==> src/hdl/mipsDecodePkg.sv <==
package mipsDecodePkg;

    // Datapath sizing
    localparam int dataWidth = 32;
    localparam int halfWidth = dataWidth / 2;
    localparam int regCount = 32;
    localparam int regAddrWidth = $clog2(regCount);

    // Link register for JAL and the linking branches
    localparam logic [regAddrWidth-1:0] raReg = 5'd31;

    // REGIMM rt codes that write the link register
    localparam logic [regAddrWidth-1:0] bltzalRt = 5'h10;
    localparam logic [regAddrWidth-1:0] bgezalRt = 5'h11;

    typedef enum logic [5:0] {
        RTYPE = 6'h00, REGIMM = 6'h01, J = 6'h02, JAL = 6'h03,
        BEQ = 6'h04, BNE = 6'h05, BLEZ = 6'h06, BGTZ = 6'h07,
        ADDI = 6'h08, ADDIU = 6'h09, SLTI = 6'h0a, SLTIU = 6'h0b,
        ANDI = 6'h0c, ORI = 6'h0d, XORI = 6'h0e, LUI = 6'h0f,
        LB = 6'h20, LH = 6'h21, LWL = 6'h22, LW = 6'h23,
        LBU = 6'h24, LHU = 6'h25, LWR = 6'h26,
        SB = 6'h28, SH = 6'h29, SW = 6'h2b
    } opcode_t;

    typedef enum logic [5:0] {
        SLL = 6'h00, JR = 6'h08, JALR = 6'h09,
        MFHI = 6'h10, MTHI = 6'h11, MFLO = 6'h12, MTLO = 6'h13,
        MULT = 6'h18, MULTU = 6'h19, DIV = 6'h1a, DIVU = 6'h1b,
        ADDU = 6'h21, SUBU = 6'h23, AND = 6'h24, OR = 6'h25, SLT = 6'h2a
    } funct_t;

    typedef enum logic [1:0] {RT = 2'd0, RD = 2'd1, RA = 2'd2} regDst_t;

    typedef enum logic [2:0] {ALU = 3'd0, MEM = 3'd1, PCPLUS4 = 3'd2, HI = 3'd3, LO = 3'd4} wbSel_t;

    // LOWER and UPPER name the half of the word that gets written
    typedef enum logic [1:0] {NONE = 2'd0, LOWER = 2'd1, UPPER = 2'd2, FULL = 2'd3} regWrite_t;

    typedef struct packed {
        logic jr;
        logic jump;
        regWrite_t regWrite;
        logic memRead;
        logic memWrite;
        wbSel_t wbSel;
        logic hiWrite;
        logic loWrite;
        logic delayEarly;
    } ctrl_t;

    typedef struct packed {
        regWrite_t regWrite;
        logic [regAddrWidth-1:0] destReg;
        logic [dataWidth-1:0] data;
    } wbReq_t;

    typedef struct packed {
        logic hiWrite;
        logic loWrite;
        logic [dataWidth-1:0] hi;
        logic [dataWidth-1:0] lo;
    } hiLoReq_t;

    typedef struct packed {
        logic valid;
        ctrl_t ctrl;
        logic [dataWidth-1:0] rsData;
        logic [dataWidth-1:0] rtData;
        logic [dataWidth-1:0] imm;
        logic [4:0] shamt;
        funct_t funct;
        logic [regAddrWidth-1:0] destReg;
        logic [dataWidth-1:0] pcPlus4;
        logic [dataWidth-1:0] hi;
        logic [dataWidth-1:0] lo;
    } idEx_t;

endpackage

==> src/hdl/controlUnit.sv <==
`timescale 1ns/1ps

module controlUnit (
    input  mipsDecodePkg::opcode_t opcode,
    input  mipsDecodePkg::funct_t funct,
    input  logic [mipsDecodePkg::regAddrWidth-1:0] rt,
    output mipsDecodePkg::ctrl_t ctrl,
    output mipsDecodePkg::regDst_t regDst
);

    always_comb
    begin
        // Everything off unless an opcode turns it on
        ctrl = '0;
        regDst = mipsDecodePkg::RT;

        case (opcode)
            mipsDecodePkg::RTYPE:
            begin
                regDst = mipsDecodePkg::RD;
                ctrl.regWrite = mipsDecodePkg::FULL;
                case (funct)
                    mipsDecodePkg::JR:
                    begin
                        ctrl.jr = 1'b1;
                        ctrl.delayEarly = 1'b1;
                    end
                    mipsDecodePkg::JALR:
                    begin
                        ctrl.jr = 1'b1;
                        ctrl.delayEarly = 1'b1;
                        ctrl.wbSel = mipsDecodePkg::PCPLUS4;
                    end
                    mipsDecodePkg::MFHI:
                    begin
                        ctrl.wbSel = mipsDecodePkg::HI;
                    end
                    mipsDecodePkg::MFLO:
                    begin
                        ctrl.wbSel = mipsDecodePkg::LO;
                    end
                    mipsDecodePkg::MTHI:
                    begin
                        ctrl.hiWrite = 1'b1;
                        ctrl.regWrite = mipsDecodePkg::NONE;
                    end
                    mipsDecodePkg::MTLO:
                    begin
                        ctrl.loWrite = 1'b1;
                        ctrl.regWrite = mipsDecodePkg::NONE;
                    end
                    // Multiply and divide fill both HI and LO
                    mipsDecodePkg::MULT, mipsDecodePkg::MULTU,
                    mipsDecodePkg::DIV, mipsDecodePkg::DIVU:
                    begin
                        ctrl.hiWrite = 1'b1;
                        ctrl.loWrite = 1'b1;
                        ctrl.regWrite = mipsDecodePkg::NONE;
                    end
                    default:
                    begin
                        ctrl.wbSel = mipsDecodePkg::ALU;
                    end
                endcase
            end

            mipsDecodePkg::ADDI, mipsDecodePkg::ADDIU, mipsDecodePkg::SLTI,
            mipsDecodePkg::SLTIU, mipsDecodePkg::ANDI, mipsDecodePkg::ORI,
            mipsDecodePkg::XORI, mipsDecodePkg::LUI:
            begin
                ctrl.regWrite = mipsDecodePkg::FULL;
            end

            // Unaligned loads merge one half into rt
            mipsDecodePkg::LWL:
            begin
                ctrl.regWrite = mipsDecodePkg::UPPER;
                ctrl.memRead = 1'b1;
                ctrl.wbSel = mipsDecodePkg::MEM;
            end
            mipsDecodePkg::LWR:
            begin
                ctrl.regWrite = mipsDecodePkg::LOWER;
                ctrl.memRead = 1'b1;
                ctrl.wbSel = mipsDecodePkg::MEM;
            end

            mipsDecodePkg::LB, mipsDecodePkg::LH, mipsDecodePkg::LW,
            mipsDecodePkg::LBU, mipsDecodePkg::LHU:
            begin
                ctrl.regWrite = mipsDecodePkg::FULL;
                ctrl.memRead = 1'b1;
                ctrl.wbSel = mipsDecodePkg::MEM;
            end

            mipsDecodePkg::SB, mipsDecodePkg::SH, mipsDecodePkg::SW:
            begin
                ctrl.memWrite = 1'b1;
            end

            mipsDecodePkg::J:
            begin
                ctrl.jump = 1'b1;
                ctrl.delayEarly = 1'b1;
            end
            mipsDecodePkg::JAL:
            begin
                ctrl.jump = 1'b1;
                ctrl.delayEarly = 1'b1;
                ctrl.regWrite = mipsDecodePkg::FULL;
                ctrl.wbSel = mipsDecodePkg::PCPLUS4;
                regDst = mipsDecodePkg::RA;
            end

            mipsDecodePkg::BEQ, mipsDecodePkg::BNE, mipsDecodePkg::BLEZ, mipsDecodePkg::BGTZ:
            begin
                ctrl.delayEarly = 1'b1;
            end
            mipsDecodePkg::REGIMM:
            begin
                ctrl.delayEarly = 1'b1;
                // BLTZAL and BGEZAL also link
                if (rt == mipsDecodePkg::bltzalRt || rt == mipsDecodePkg::bgezalRt)
                begin
                    ctrl.regWrite = mipsDecodePkg::FULL;
                    ctrl.wbSel = mipsDecodePkg::PCPLUS4;
                    regDst = mipsDecodePkg::RA;
                end
            end

            default:
            begin
                ctrl = '0;
            end
        endcase
    end

endmodule

==> src/hdl/decodeStage.sv <==
`timescale 1ns/1ps

module decodeStage (
    input  logic clk,
    input  logic rstN,
    input  logic instrValid,
    input  logic [mipsDecodePkg::dataWidth-1:0] instr,
    input  logic [mipsDecodePkg::dataWidth-1:0] pcPlus4,
    input  logic stall,
    input  mipsDecodePkg::wbReq_t wb,
    input  logic [mipsDecodePkg::dataWidth-1:0] hi,
    input  logic [mipsDecodePkg::dataWidth-1:0] lo,
    output mipsDecodePkg::idEx_t idEx
);

    mipsDecodePkg::opcode_t opcode;
    mipsDecodePkg::funct_t funct;
    logic [mipsDecodePkg::regAddrWidth-1:0] rs;
    logic [mipsDecodePkg::regAddrWidth-1:0] rt;
    logic [mipsDecodePkg::regAddrWidth-1:0] rd;
    logic [4:0] shamt;
    logic [mipsDecodePkg::halfWidth-1:0] imm16;

    mipsDecodePkg::ctrl_t ctrl;
    mipsDecodePkg::regDst_t regDst;
    logic [mipsDecodePkg::dataWidth-1:0] rsData;
    logic [mipsDecodePkg::dataWidth-1:0] rtData;
    logic [mipsDecodePkg::dataWidth-1:0] immExt;
    logic [mipsDecodePkg::regAddrWidth-1:0] destReg;
    mipsDecodePkg::idEx_t nextBundle;
    mipsDecodePkg::idEx_t bundleQ;
    mipsDecodePkg::ctrl_t ctrlQ;
    logic validQ;
    logic accept;

    // Instruction fields
    assign opcode = mipsDecodePkg::opcode_t'(instr[31:26]);
    assign rs = instr[25:21];
    assign rt = instr[20:16];
    assign rd = instr[15:11];
    assign shamt = instr[10:6];
    assign funct = mipsDecodePkg::funct_t'(instr[5:0]);
    assign imm16 = instr[15:0];

    controlUnit ctrlDecoder (
        .opcode(opcode),
        .funct(funct),
        .rt(rt),
        .ctrl(ctrl),
        .regDst(regDst)
    );

    registerFile regFile (
        .clk(clk),
        .rstN(rstN),
        .rsAddr(rs),
        .rtAddr(rt),
        .rsData(rsData),
        .rtData(rtData),
        .wb(wb)
    );

    // Logical immediates zero-extend, LUI moves to the upper half
    always_comb
    begin
        case (opcode)
            mipsDecodePkg::ANDI, mipsDecodePkg::ORI, mipsDecodePkg::XORI:
                immExt = {{mipsDecodePkg::halfWidth{1'b0}}, imm16};
            mipsDecodePkg::LUI:
                immExt = {imm16, {mipsDecodePkg::halfWidth{1'b0}}};
            default:
                immExt = {{mipsDecodePkg::halfWidth{imm16[mipsDecodePkg::halfWidth-1]}}, imm16};
        endcase
    end

    always_comb
    begin
        case (regDst)
            mipsDecodePkg::RD: destReg = rd;
            mipsDecodePkg::RA: destReg = mipsDecodePkg::raReg;
            default: destReg = rt;
        endcase
    end

    always_comb
    begin
        nextBundle = '0;
        nextBundle.valid = 1'b1;
        nextBundle.ctrl = ctrl;
        nextBundle.rsData = rsData;
        nextBundle.rtData = rtData;
        nextBundle.imm = immExt;
        nextBundle.shamt = shamt;
        nextBundle.funct = funct;
        nextBundle.destReg = destReg;
        nextBundle.pcPlus4 = pcPlus4;
        nextBundle.hi = hi;
        nextBundle.lo = lo;
    end

    assign accept = instrValid && !stall;

    // Valid and control bits clear on reset and hold under stall
    always_ff @(posedge clk or negedge rstN)
    begin
        if (!rstN)
        begin
            validQ <= 1'b0;
            ctrlQ <= '0;
        end
        else if (accept)
        begin
            validQ <= 1'b1;
            ctrlQ <= ctrl;
        end
        else if (!stall)
        begin
            validQ <= 1'b0;
        end
    end

    always_ff @(posedge clk)
    begin
        if (accept)
        begin
            bundleQ <= nextBundle;
        end
    end

    always_comb
    begin
        idEx = bundleQ;
        idEx.valid = validQ;
        idEx.ctrl = ctrlQ;
    end

    validLowInReset: assert property (@(posedge clk) !rstN |-> !idEx.valid)
        else $error("decodeStage: idEx.valid high during reset");

    stallHoldsBundle: assert property (@(posedge clk) disable iff (!rstN)
        stall |=> $stable(idEx))
        else $error("decodeStage: idEx changed while stalled");

endmodule

==> src/hdl/decodeTop.sv <==
`timescale 1ns/1ps

module decodeTop (
    input  logic clk,
    input  logic rstN,
    input  logic instrValid,
    input  logic [mipsDecodePkg::dataWidth-1:0] instr,
    input  logic [mipsDecodePkg::dataWidth-1:0] pcPlus4,
    input  logic stall,
    input  mipsDecodePkg::wbReq_t wb,
    input  mipsDecodePkg::hiLoReq_t hiLoWb,
    output mipsDecodePkg::idEx_t idEx
);

    logic [mipsDecodePkg::dataWidth-1:0] hi;
    logic [mipsDecodePkg::dataWidth-1:0] lo;

    // HI/LO sit beside the stage and take writeback from outside
    hiLoRegs hiLo (
        .clk(clk),
        .rstN(rstN),
        .req(hiLoWb),
        .hi(hi),
        .lo(lo)
    );

    decodeStage stage (
        .clk(clk),
        .rstN(rstN),
        .instrValid(instrValid),
        .instr(instr),
        .pcPlus4(pcPlus4),
        .stall(stall),
        .wb(wb),
        .hi(hi),
        .lo(lo),
        .idEx(idEx)
    );

endmodule

==> src/hdl/hiLoRegs.sv <==
`timescale 1ns/1ps

module hiLoRegs (
    input  logic clk,
    input  logic rstN,
    input  mipsDecodePkg::hiLoReq_t req,
    output logic [mipsDecodePkg::dataWidth-1:0] hi,
    output logic [mipsDecodePkg::dataWidth-1:0] lo
);

    logic [mipsDecodePkg::dataWidth-1:0] hiQ;
    logic [mipsDecodePkg::dataWidth-1:0] loQ;

    // HI side, written by MTHI and multiply/divide results
    always_ff @(posedge clk or negedge rstN)
    begin
        if (!rstN)
        begin
            hiQ <= '0;
        end
        else if (req.hiWrite)
        begin
            hiQ <= req.hi;
        end
    end

    // LO side, same sources with its own strobe
    always_ff @(posedge clk or negedge rstN)
    begin
        if (!rstN)
        begin
            loQ <= '0;
        end
        else if (req.loWrite)
        begin
            loQ <= req.lo;
        end
    end

    // Pending write wins so MFHI/MFLO in the same cycle see it
    assign hi = req.hiWrite ? req.hi : hiQ;
    assign lo = req.loWrite ? req.lo : loQ;

endmodule

==> src/hdl/registerFile.sv <==
`timescale 1ns/1ps

module registerFile (
    input  logic clk,
    input  logic rstN,
    input  logic [mipsDecodePkg::regAddrWidth-1:0] rsAddr,
    input  logic [mipsDecodePkg::regAddrWidth-1:0] rtAddr,
    output logic [mipsDecodePkg::dataWidth-1:0] rsData,
    output logic [mipsDecodePkg::dataWidth-1:0] rtData,
    input  mipsDecodePkg::wbReq_t wb
);

    logic [mipsDecodePkg::dataWidth-1:0] regs [mipsDecodePkg::regCount];
    logic [mipsDecodePkg::dataWidth-1:0] oldWord;
    logic [mipsDecodePkg::dataWidth-1:0] mergedWord;
    logic writeEn;

    // Register 0 is hardwired, so its writes go nowhere
    assign writeEn = (wb.regWrite != mipsDecodePkg::NONE) && (wb.destReg != '0);

    // Half writes keep the other half of the current word
    always_comb
    begin
        oldWord = regs[wb.destReg];
        case (wb.regWrite)
            mipsDecodePkg::UPPER:
                mergedWord = {wb.data[mipsDecodePkg::dataWidth-1:mipsDecodePkg::halfWidth],
                              oldWord[mipsDecodePkg::halfWidth-1:0]};
            mipsDecodePkg::LOWER:
                mergedWord = {oldWord[mipsDecodePkg::dataWidth-1:mipsDecodePkg::halfWidth],
                              wb.data[mipsDecodePkg::halfWidth-1:0]};
            default:
                mergedWord = wb.data;
        endcase
    end

    always_ff @(posedge clk or negedge rstN)
    begin
        if (!rstN)
        begin
            for (int i = 0; i < mipsDecodePkg::regCount; i++)
            begin
                regs[i] <= '0;
            end
        end
        else if (writeEn)
        begin
            regs[wb.destReg] <= mergedWord;
        end
    end

    // Write-through so decode sees this cycle's writeback
    assign rsData = (rsAddr == '0) ? '0 :
                    (writeEn && rsAddr == wb.destReg) ? mergedWord : regs[rsAddr];
    assign rtData = (rtAddr == '0) ? '0 :
                    (writeEn && rtAddr == wb.destReg) ? mergedWord : regs[rtAddr];

endmodule

==> config.mk <==
export PLATFORM = sky130hd
export DESIGN_NAME = decodeTop
export DESIGN_NICKNAME = d
export VERILOG_FILES = /design/src/hdl/mipsDecodePkg.sv /design/src/hdl/controlUnit.sv /design/src/hdl/decodeStage.sv /design/src/hdl/decodeTop.sv /design/src/hdl/hiLoRegs.sv /design/src/hdl/registerFile.sv
export SDC_FILE = /design/constraint.sdc
export NUM_CORES = 2
export LEC_CHECK = 0
export BUFFER_PORTS_ARGS = -buffer_cell sky130_fd_sc_hd__buf_2
export CAP_MARGIN = 20
export CORE_ASPECT_RATIO = 0.6
export CORE_MARGIN = 8
export CORE_UTILIZATION = 35
export CTS_CLUSTER_DIAMETER = 30
export DETAILED_ROUTE_END_ITERATION = 16
export HOLD_SLACK_MARGIN = 0.05
export PLACE_DENSITY = 0.52
export SLEW_MARGIN = 20
export SYNTH_ARGS = -nofsm -noshare
export SYNTH_HDL_FRONTEND = slang
export SYNTH_SLANG_ARGS = --single-unit
==> constraint.sdc <==
create_clock -name clk -period 2.27 [get_ports clk]
set_input_delay 0.227 -clock clk [delete_from_list [all_inputs] [get_ports clk]]
set_output_delay 0.227 -clock clk [all_outputs]
set_load 0.02 [all_outputs]
After elaboration in Yosys (flattened, before gate mapping):

Index checks and enable logic that the tools add are counted.

* bits in registers: 1309
* output and inout bits: 221
* logic and storage cells: 164
* input port bits: 173

* equality and inequality tests: 44
* bitwise operators: 3
* reduce and logical (&&, ||, !) cells: 22
* multiplexer cells: 38
* order comparisons: 4

Operator list (count)
* $bwmux 1024: 1
* $bmux 32 s5: 3
* $mux 32: 11
* $demux 32 s5: 1
* $pmux 32 s2: 2
* $eq 6x4->1 const B: 10
* $eq 6x6->1 const B: 10
* $eq 6x5->1 const B: 8
* $eq 6x3->1 const B: 4
* $ge 6x6->1 const B: 3
* $not 5->6: 3
* $reduce_or 14->1: 1
* $reduce_or 7->1: 2
* $eq 6x2->1 const B: 2
* $pmux 3 s4: 1
* $eq 5x5->1: 2
* $eq 5x5->1 const B: 2
* $logic_not 5->1: 2
* $mux 2: 5
* $pmux 2 s5: 1
* $pmux 5 s2: 1
* $reduce_or 5->1: 2
* $mux 1: 9
* $pmux 3 s3: 1
* 16 further kinds: 24

Logic depth before layout (Yosys ltp):

* depth in word-level cells: 6
* gate-level depth with buffers: 11
* mapped depth without buffers: 7

Modules after synthesis:

From an unflattened synthesis, not the netlist that was laid out.

* cell total of the unflattened synthesis: 6198
* area total of the unflattened synthesis: 71487.3 um^2

By module, submodules not included
* registerFile: cells each 5704, times used 1, area each 61159.9 um^2
* decodeStage: cells each 317, times used 1, area each 7355.8 um^2
* hiLoRegs: cells each 136, times used 1, area each 2690.1 um^2
* controlUnit: cells each 41, times used 1, area each 281.5 um^2

Worst setup path before layout:

Ideal clock, no wire load.

* path kind: input to register
* start: input stall
* end: register stage.ctrlQ, in the netlist stage.idEx[217]
* setup slack: -4.325 ns
* required time: 2.144 ns
* buffers on the path: 0
* arrival: 6.469 ns
* cell stages on the path: 4
* cell sequence: nand2b_1 > clkinv_1 > and4_1 > a221o_1

* cells in the longest elaborated chain, start to end: 2

RTL lines
* from (decl): line decodeTop.sv:9 `input logic stall,`
* $logic_not 1->1: line decodeStage.sv:101 `assign accept = instrValid && !stall;`
* $logic_and 1x1->1: line decodeStage.sv:101
* named net stage.accept: line decodeStage.sv:34 `logic accept;`
* to (signal assigned): line decodeStage.sv:114 `ctrlQ <= ctrl;`
* to (decl): line decodeStage.sv:32 `mipsDecodePkg::ctrl_t ctrlQ;`

The timed path passes the listed nets, and every way through them passes these cells.
A chain may end at the register's enable or synchronous reset.

Worst setup path in the final report:

* start: register stage.regFile.regs[24] (netlist name)
* end: register stage.bundleQ, in the netlist stage.idEx[168], data pin

* cells in the longest elaborated chain, start to end: 5
* elaborated cells between the ends (all ways): 8
* those cells by class: 8 x mux

RTL lines
* from (decl): line registerFile.sv:13 `logic [mipsDecodePkg::dataWidth-1:0] regs [mipsDecodePkg::regCount];`
* from (signal, indexed assignment): line registerFile.sv:48 `regs[wb.destReg] <= mergedWord;`
* $bmux 32 s5: line registerFile.sv:24 `oldWord = regs[wb.destReg];`
* $mux 32 (implied by the code) (2 in a row): line registerFile.sv:24
* $pmux 32 s2: line registerFile.sv:25 `case (wb.regWrite)`
* $mux 32 *: line registerFile.sv:56 `(writeEn && rtAddr == wb.destReg) ? mergedWord : regs[rtAddr];`
* to (signal assigned): line decodeStage.sv:126 `bundleQ <= nextBundle;`
* to (decl): line decodeStage.sv:31 `mipsDecodePkg::idEx_t bundleQ;`

Every way passes the cells marked *; elsewhere a longest branch is shown, timed or not. The select of a mux whose other input is x is not followed.

==> metrics <==
minimum clock period 2.241 ns; layout cell share with drive strength beyond 1 0.2970; Register-to-Register Setup Slack 0.03 ns; CTS tree yes; DRT antenna net count 0; Slew HR 0.5877; Switching Fraction 0.3136; final WL 346600 um; setup slack after placement -0.3587 ns; first-pass GRT wire length just under 500000 um; Static Leak 39.88 nW; final RePlAce weighted congestion just over 0.9; hold depth 3; hold_sp hiLoWb[65]; initial DRC count 9829; number of port buffers a little under 400; CP top delay family compound AO/OA/AOI/OAI gates; H-tree depth 5; CP Class register to register; Clock Tree Root clkbuf_16; Die X approximately 600 um; R2R depth 6; highest clock rate 0.4463 GHz; Slowest-stage cell, CP mux4_2; startpoint types register; maximum VDD drop 0.5719 mV; Remaining DRCs 0; required time of the critical path 2.83 ns; clock power share 0.419; row count 130; number of global-route vias before repair 64940; hold endpoint hiLo.hiQ[23]$_DFF_PN0_; RSZ-0062 raised after global routing false; critical-path cell list mux4_2 > a22o_1 > a2111oi_1 > buf_4 > a211o_1 > o211ai_1; Synth area leader dfrtp_1; HPWL Detailed 225900 um; EDFF count, synth 208; Power Total between 90 and 100 mW; largest net degree at the start of global routing 85; post-CTS setup buffer count 0; Final Cycle Share 0.9871; TritonCTS Buffers 268; worst setup margin 0.02928 ns; initial antenna violation count 19; full die area 225500 sq um; Synth Cell Area 73530 sq um; post-synthesis net count 6780; share of the synthesized area in the top cell type 0.3747; Max Buffers Root-to-Sink 4; TritonCTS Sinks 1309; Async S/R FF share, synth 0.8411; Most used DFF post-synth dfrtp_1; Synth Warn # 0; sequential fraction of design power 0.362; Critical Path Max Stage Delay 0.50 ns; worst-path fanout max 4; Clk pin slew, worst setup/hold paths 0.05 ns; Nets 7634; Via density roughly 6.4; total grt overflow 0; most frequent cells after synthesis nor2_1, dfrtp_1, a31oi_1, mux2i_1, clkbuf_1; total of max-cap violations 0; worst hold path type input port to register; Tot GR Track Use 0.2944; worst slew pin tran roughly 0.62 ns; average cell area after synthesis 11.14 sq um; Final Hold Fails 0; status completed; Netlist cell types 66; reg-to-reg startpoint stage.regFile.regs[24]$_DFFE_PN0P_; max-slew violations 0; Area Growth Syn to Fin 31.08%; Starting Density 0.3518; Chip Height 371.0 um; Core Region 209000 sq um; synthesis-stage register bit count 1309; net switching power 30.44 mW; Final Setup Violations 0; Synth Instances between 6000 and 7000; clock insertion delay at the later pin of the skew report 0.82 ns; Reg2Reg Capture Point stage.idEx[168]$_SDFFCE_PN0P_; worst path buffer plus inverter count 1; synth top area cells dfrtp_1, mux4_2, mux2i_1; top-count cell post-synth nor2_1; P_int ~67 mW; clk_skew 0.04705 ns; power per standard cell area a little over 1000 nW/um^2; WP data arrival 2.80 ns; I/O pins between 300 and 400; first-pass detailed-route iteration total 8; final setup TNS 0 ns; combinational share of power 0.219; Filler cells 19060; worst hold margin 0.09929 ns; sequential cell area fraction in the yosys report 0.4597; drt wl/cell 33.18 um; crit end category register; via count between 60000 and 70000
[worst max path at each step]
stage                                                    from                       endpoint  slack (ns)  cells after the start
after floorplan                                     instr[21]  stage.idEx[183]$_SDFFCE_PN0P_       -0.06                      8
after global placement                              instr[18]  stage.idEx[170]$_SDFFCE_PN0P_       -0.28                      9
after detailed placement                            instr[16]  stage.idEx[151]$_SDFFCE_PN0P_       -0.36                      8
after CTS                 stage.regFile.regs[538]$_DFFE_PN0P_  stage.idEx[170]$_SDFFCE_PN0P_        0.04                      6
after global routing       stage.regFile.regs[24]$_DFFE_PN0P_  stage.idEx[168]$_SDFFCE_PN0P_      0.0009                      6
final                      stage.regFile.regs[24]$_DFFE_PN0P_  stage.idEx[168]$_SDFFCE_PN0P_        0.03                      6
[cell families after synthesis]
logic type,count (synthesis),share of synthesized area
adder cells (fa/ha/maj),5,0.0008508
multiplexers,1280,0.2420
AO/OA/AOI/OAI,1700,0.1605
buffers and inverters,800,0.04897
AND/OR/NAND/NOR,1498,0.08692
flip-flops,1309,0.4597
XOR/XNOR,10,0.001191
[area by class of cell]
class	instances	area (sq um)	area share
multi-input combinational	4493	36520	0.3790
sequential	1309	33800	0.3507
timing repair buffer	1371	13280	0.1378
clock buffer	332	7423	0.07702
tap	2772	3468	0.03599
clock inverter	146	1793	0.01860
inverter	13	61.31	0.0006361
antenna	12	30.03	0.0003116
[worst register-to-register path, stage by stage (launching register included)]
cell and delay (ns):
dfrtp_1 0.42, mux4_2 0.51, a22o_1 0.27, a2111oi_1 0.43
buf_4 0.19, a211o_1 0.09, o211ai_1 0.08
[through the flow]
| step | std cells | instance area [sq um] | utilization |
|---|---|---|---|
| 2_1_floorplan | 6602 | 73600 | - |
| 3_3_place_gp | 9793 | 85480 | 0.4089 |
| 3_5_place_dp | 9793 | 85480 | 0.4089 |
| 4_1_cts | 10440 | 96340 | 0.4610 |
| 5_1_grt | 10440 | 96350 | 0.4610 |
| 6_report | 10450 | 96380 | 0.4611 |
[repair_timing]
item / in CTS / in global routing
hold endpoints to repair: 1982 / 0
endpoints found under the setup margin: 1 / 4
hold buffers: 165 / 0
resized for setup: 1 / 5
cloned: 0 / 0
[power by group through the flow]
| stage | Combinational (mW) | Clock, mW | Sequential (mW) |
|---|---|---|---|
| floorplan | 14.1 | 0 | 33.2 |
| global placement | 20.2 | 0 | 34.7 |
| detailed placement | 20.6 | 0 | 35.0 |
| CTS | 21.0 | 41.2 | 34.7 |
| global route | 22.9 | 42.3 | 35.5 |
| finish | 21.3 | 40.7 | 35.1 |
[flip-flops by register name, indices dropped and copies added, names as in the netlist]
| signal | cells |
|---|---|
| hiLo.hiQ | 32 |
| hiLo.loQ | 32 |
| stage.idEx | 220 |
| stage.regFile.regs | 1024 |
| stage.validQ | 1 |
[cell usage in the layout (no fill, tap or decap), drive strengths merged, types with 33 or more instances in the layout]
master       instances
o22ai              291
and4                33
clkbuf             333
edfxtp             208
o221ai              95
o211ai              34
nor2              1161
buf               1206
mux4               385
a31oi              993
dlygate4sd3        164
inv                 56
clkinv              52
a22o                34
nand4               62
nand2              109
nand3               38
mux2i              766
mux2               129
a2111oi             34
dfrtp             1101
[routing by layer]
layer	track usage	up-vias	share of wire
met5	0.005104	-	0.00076
met4	0.1248	20	0.046
met3	0.1076	973	0.13
met2	0.4178	4922	0.42
met1	0.4022	33980	0.40
li1	-	27460	-
Note: power is estimated with default switching activity, not from simulation.
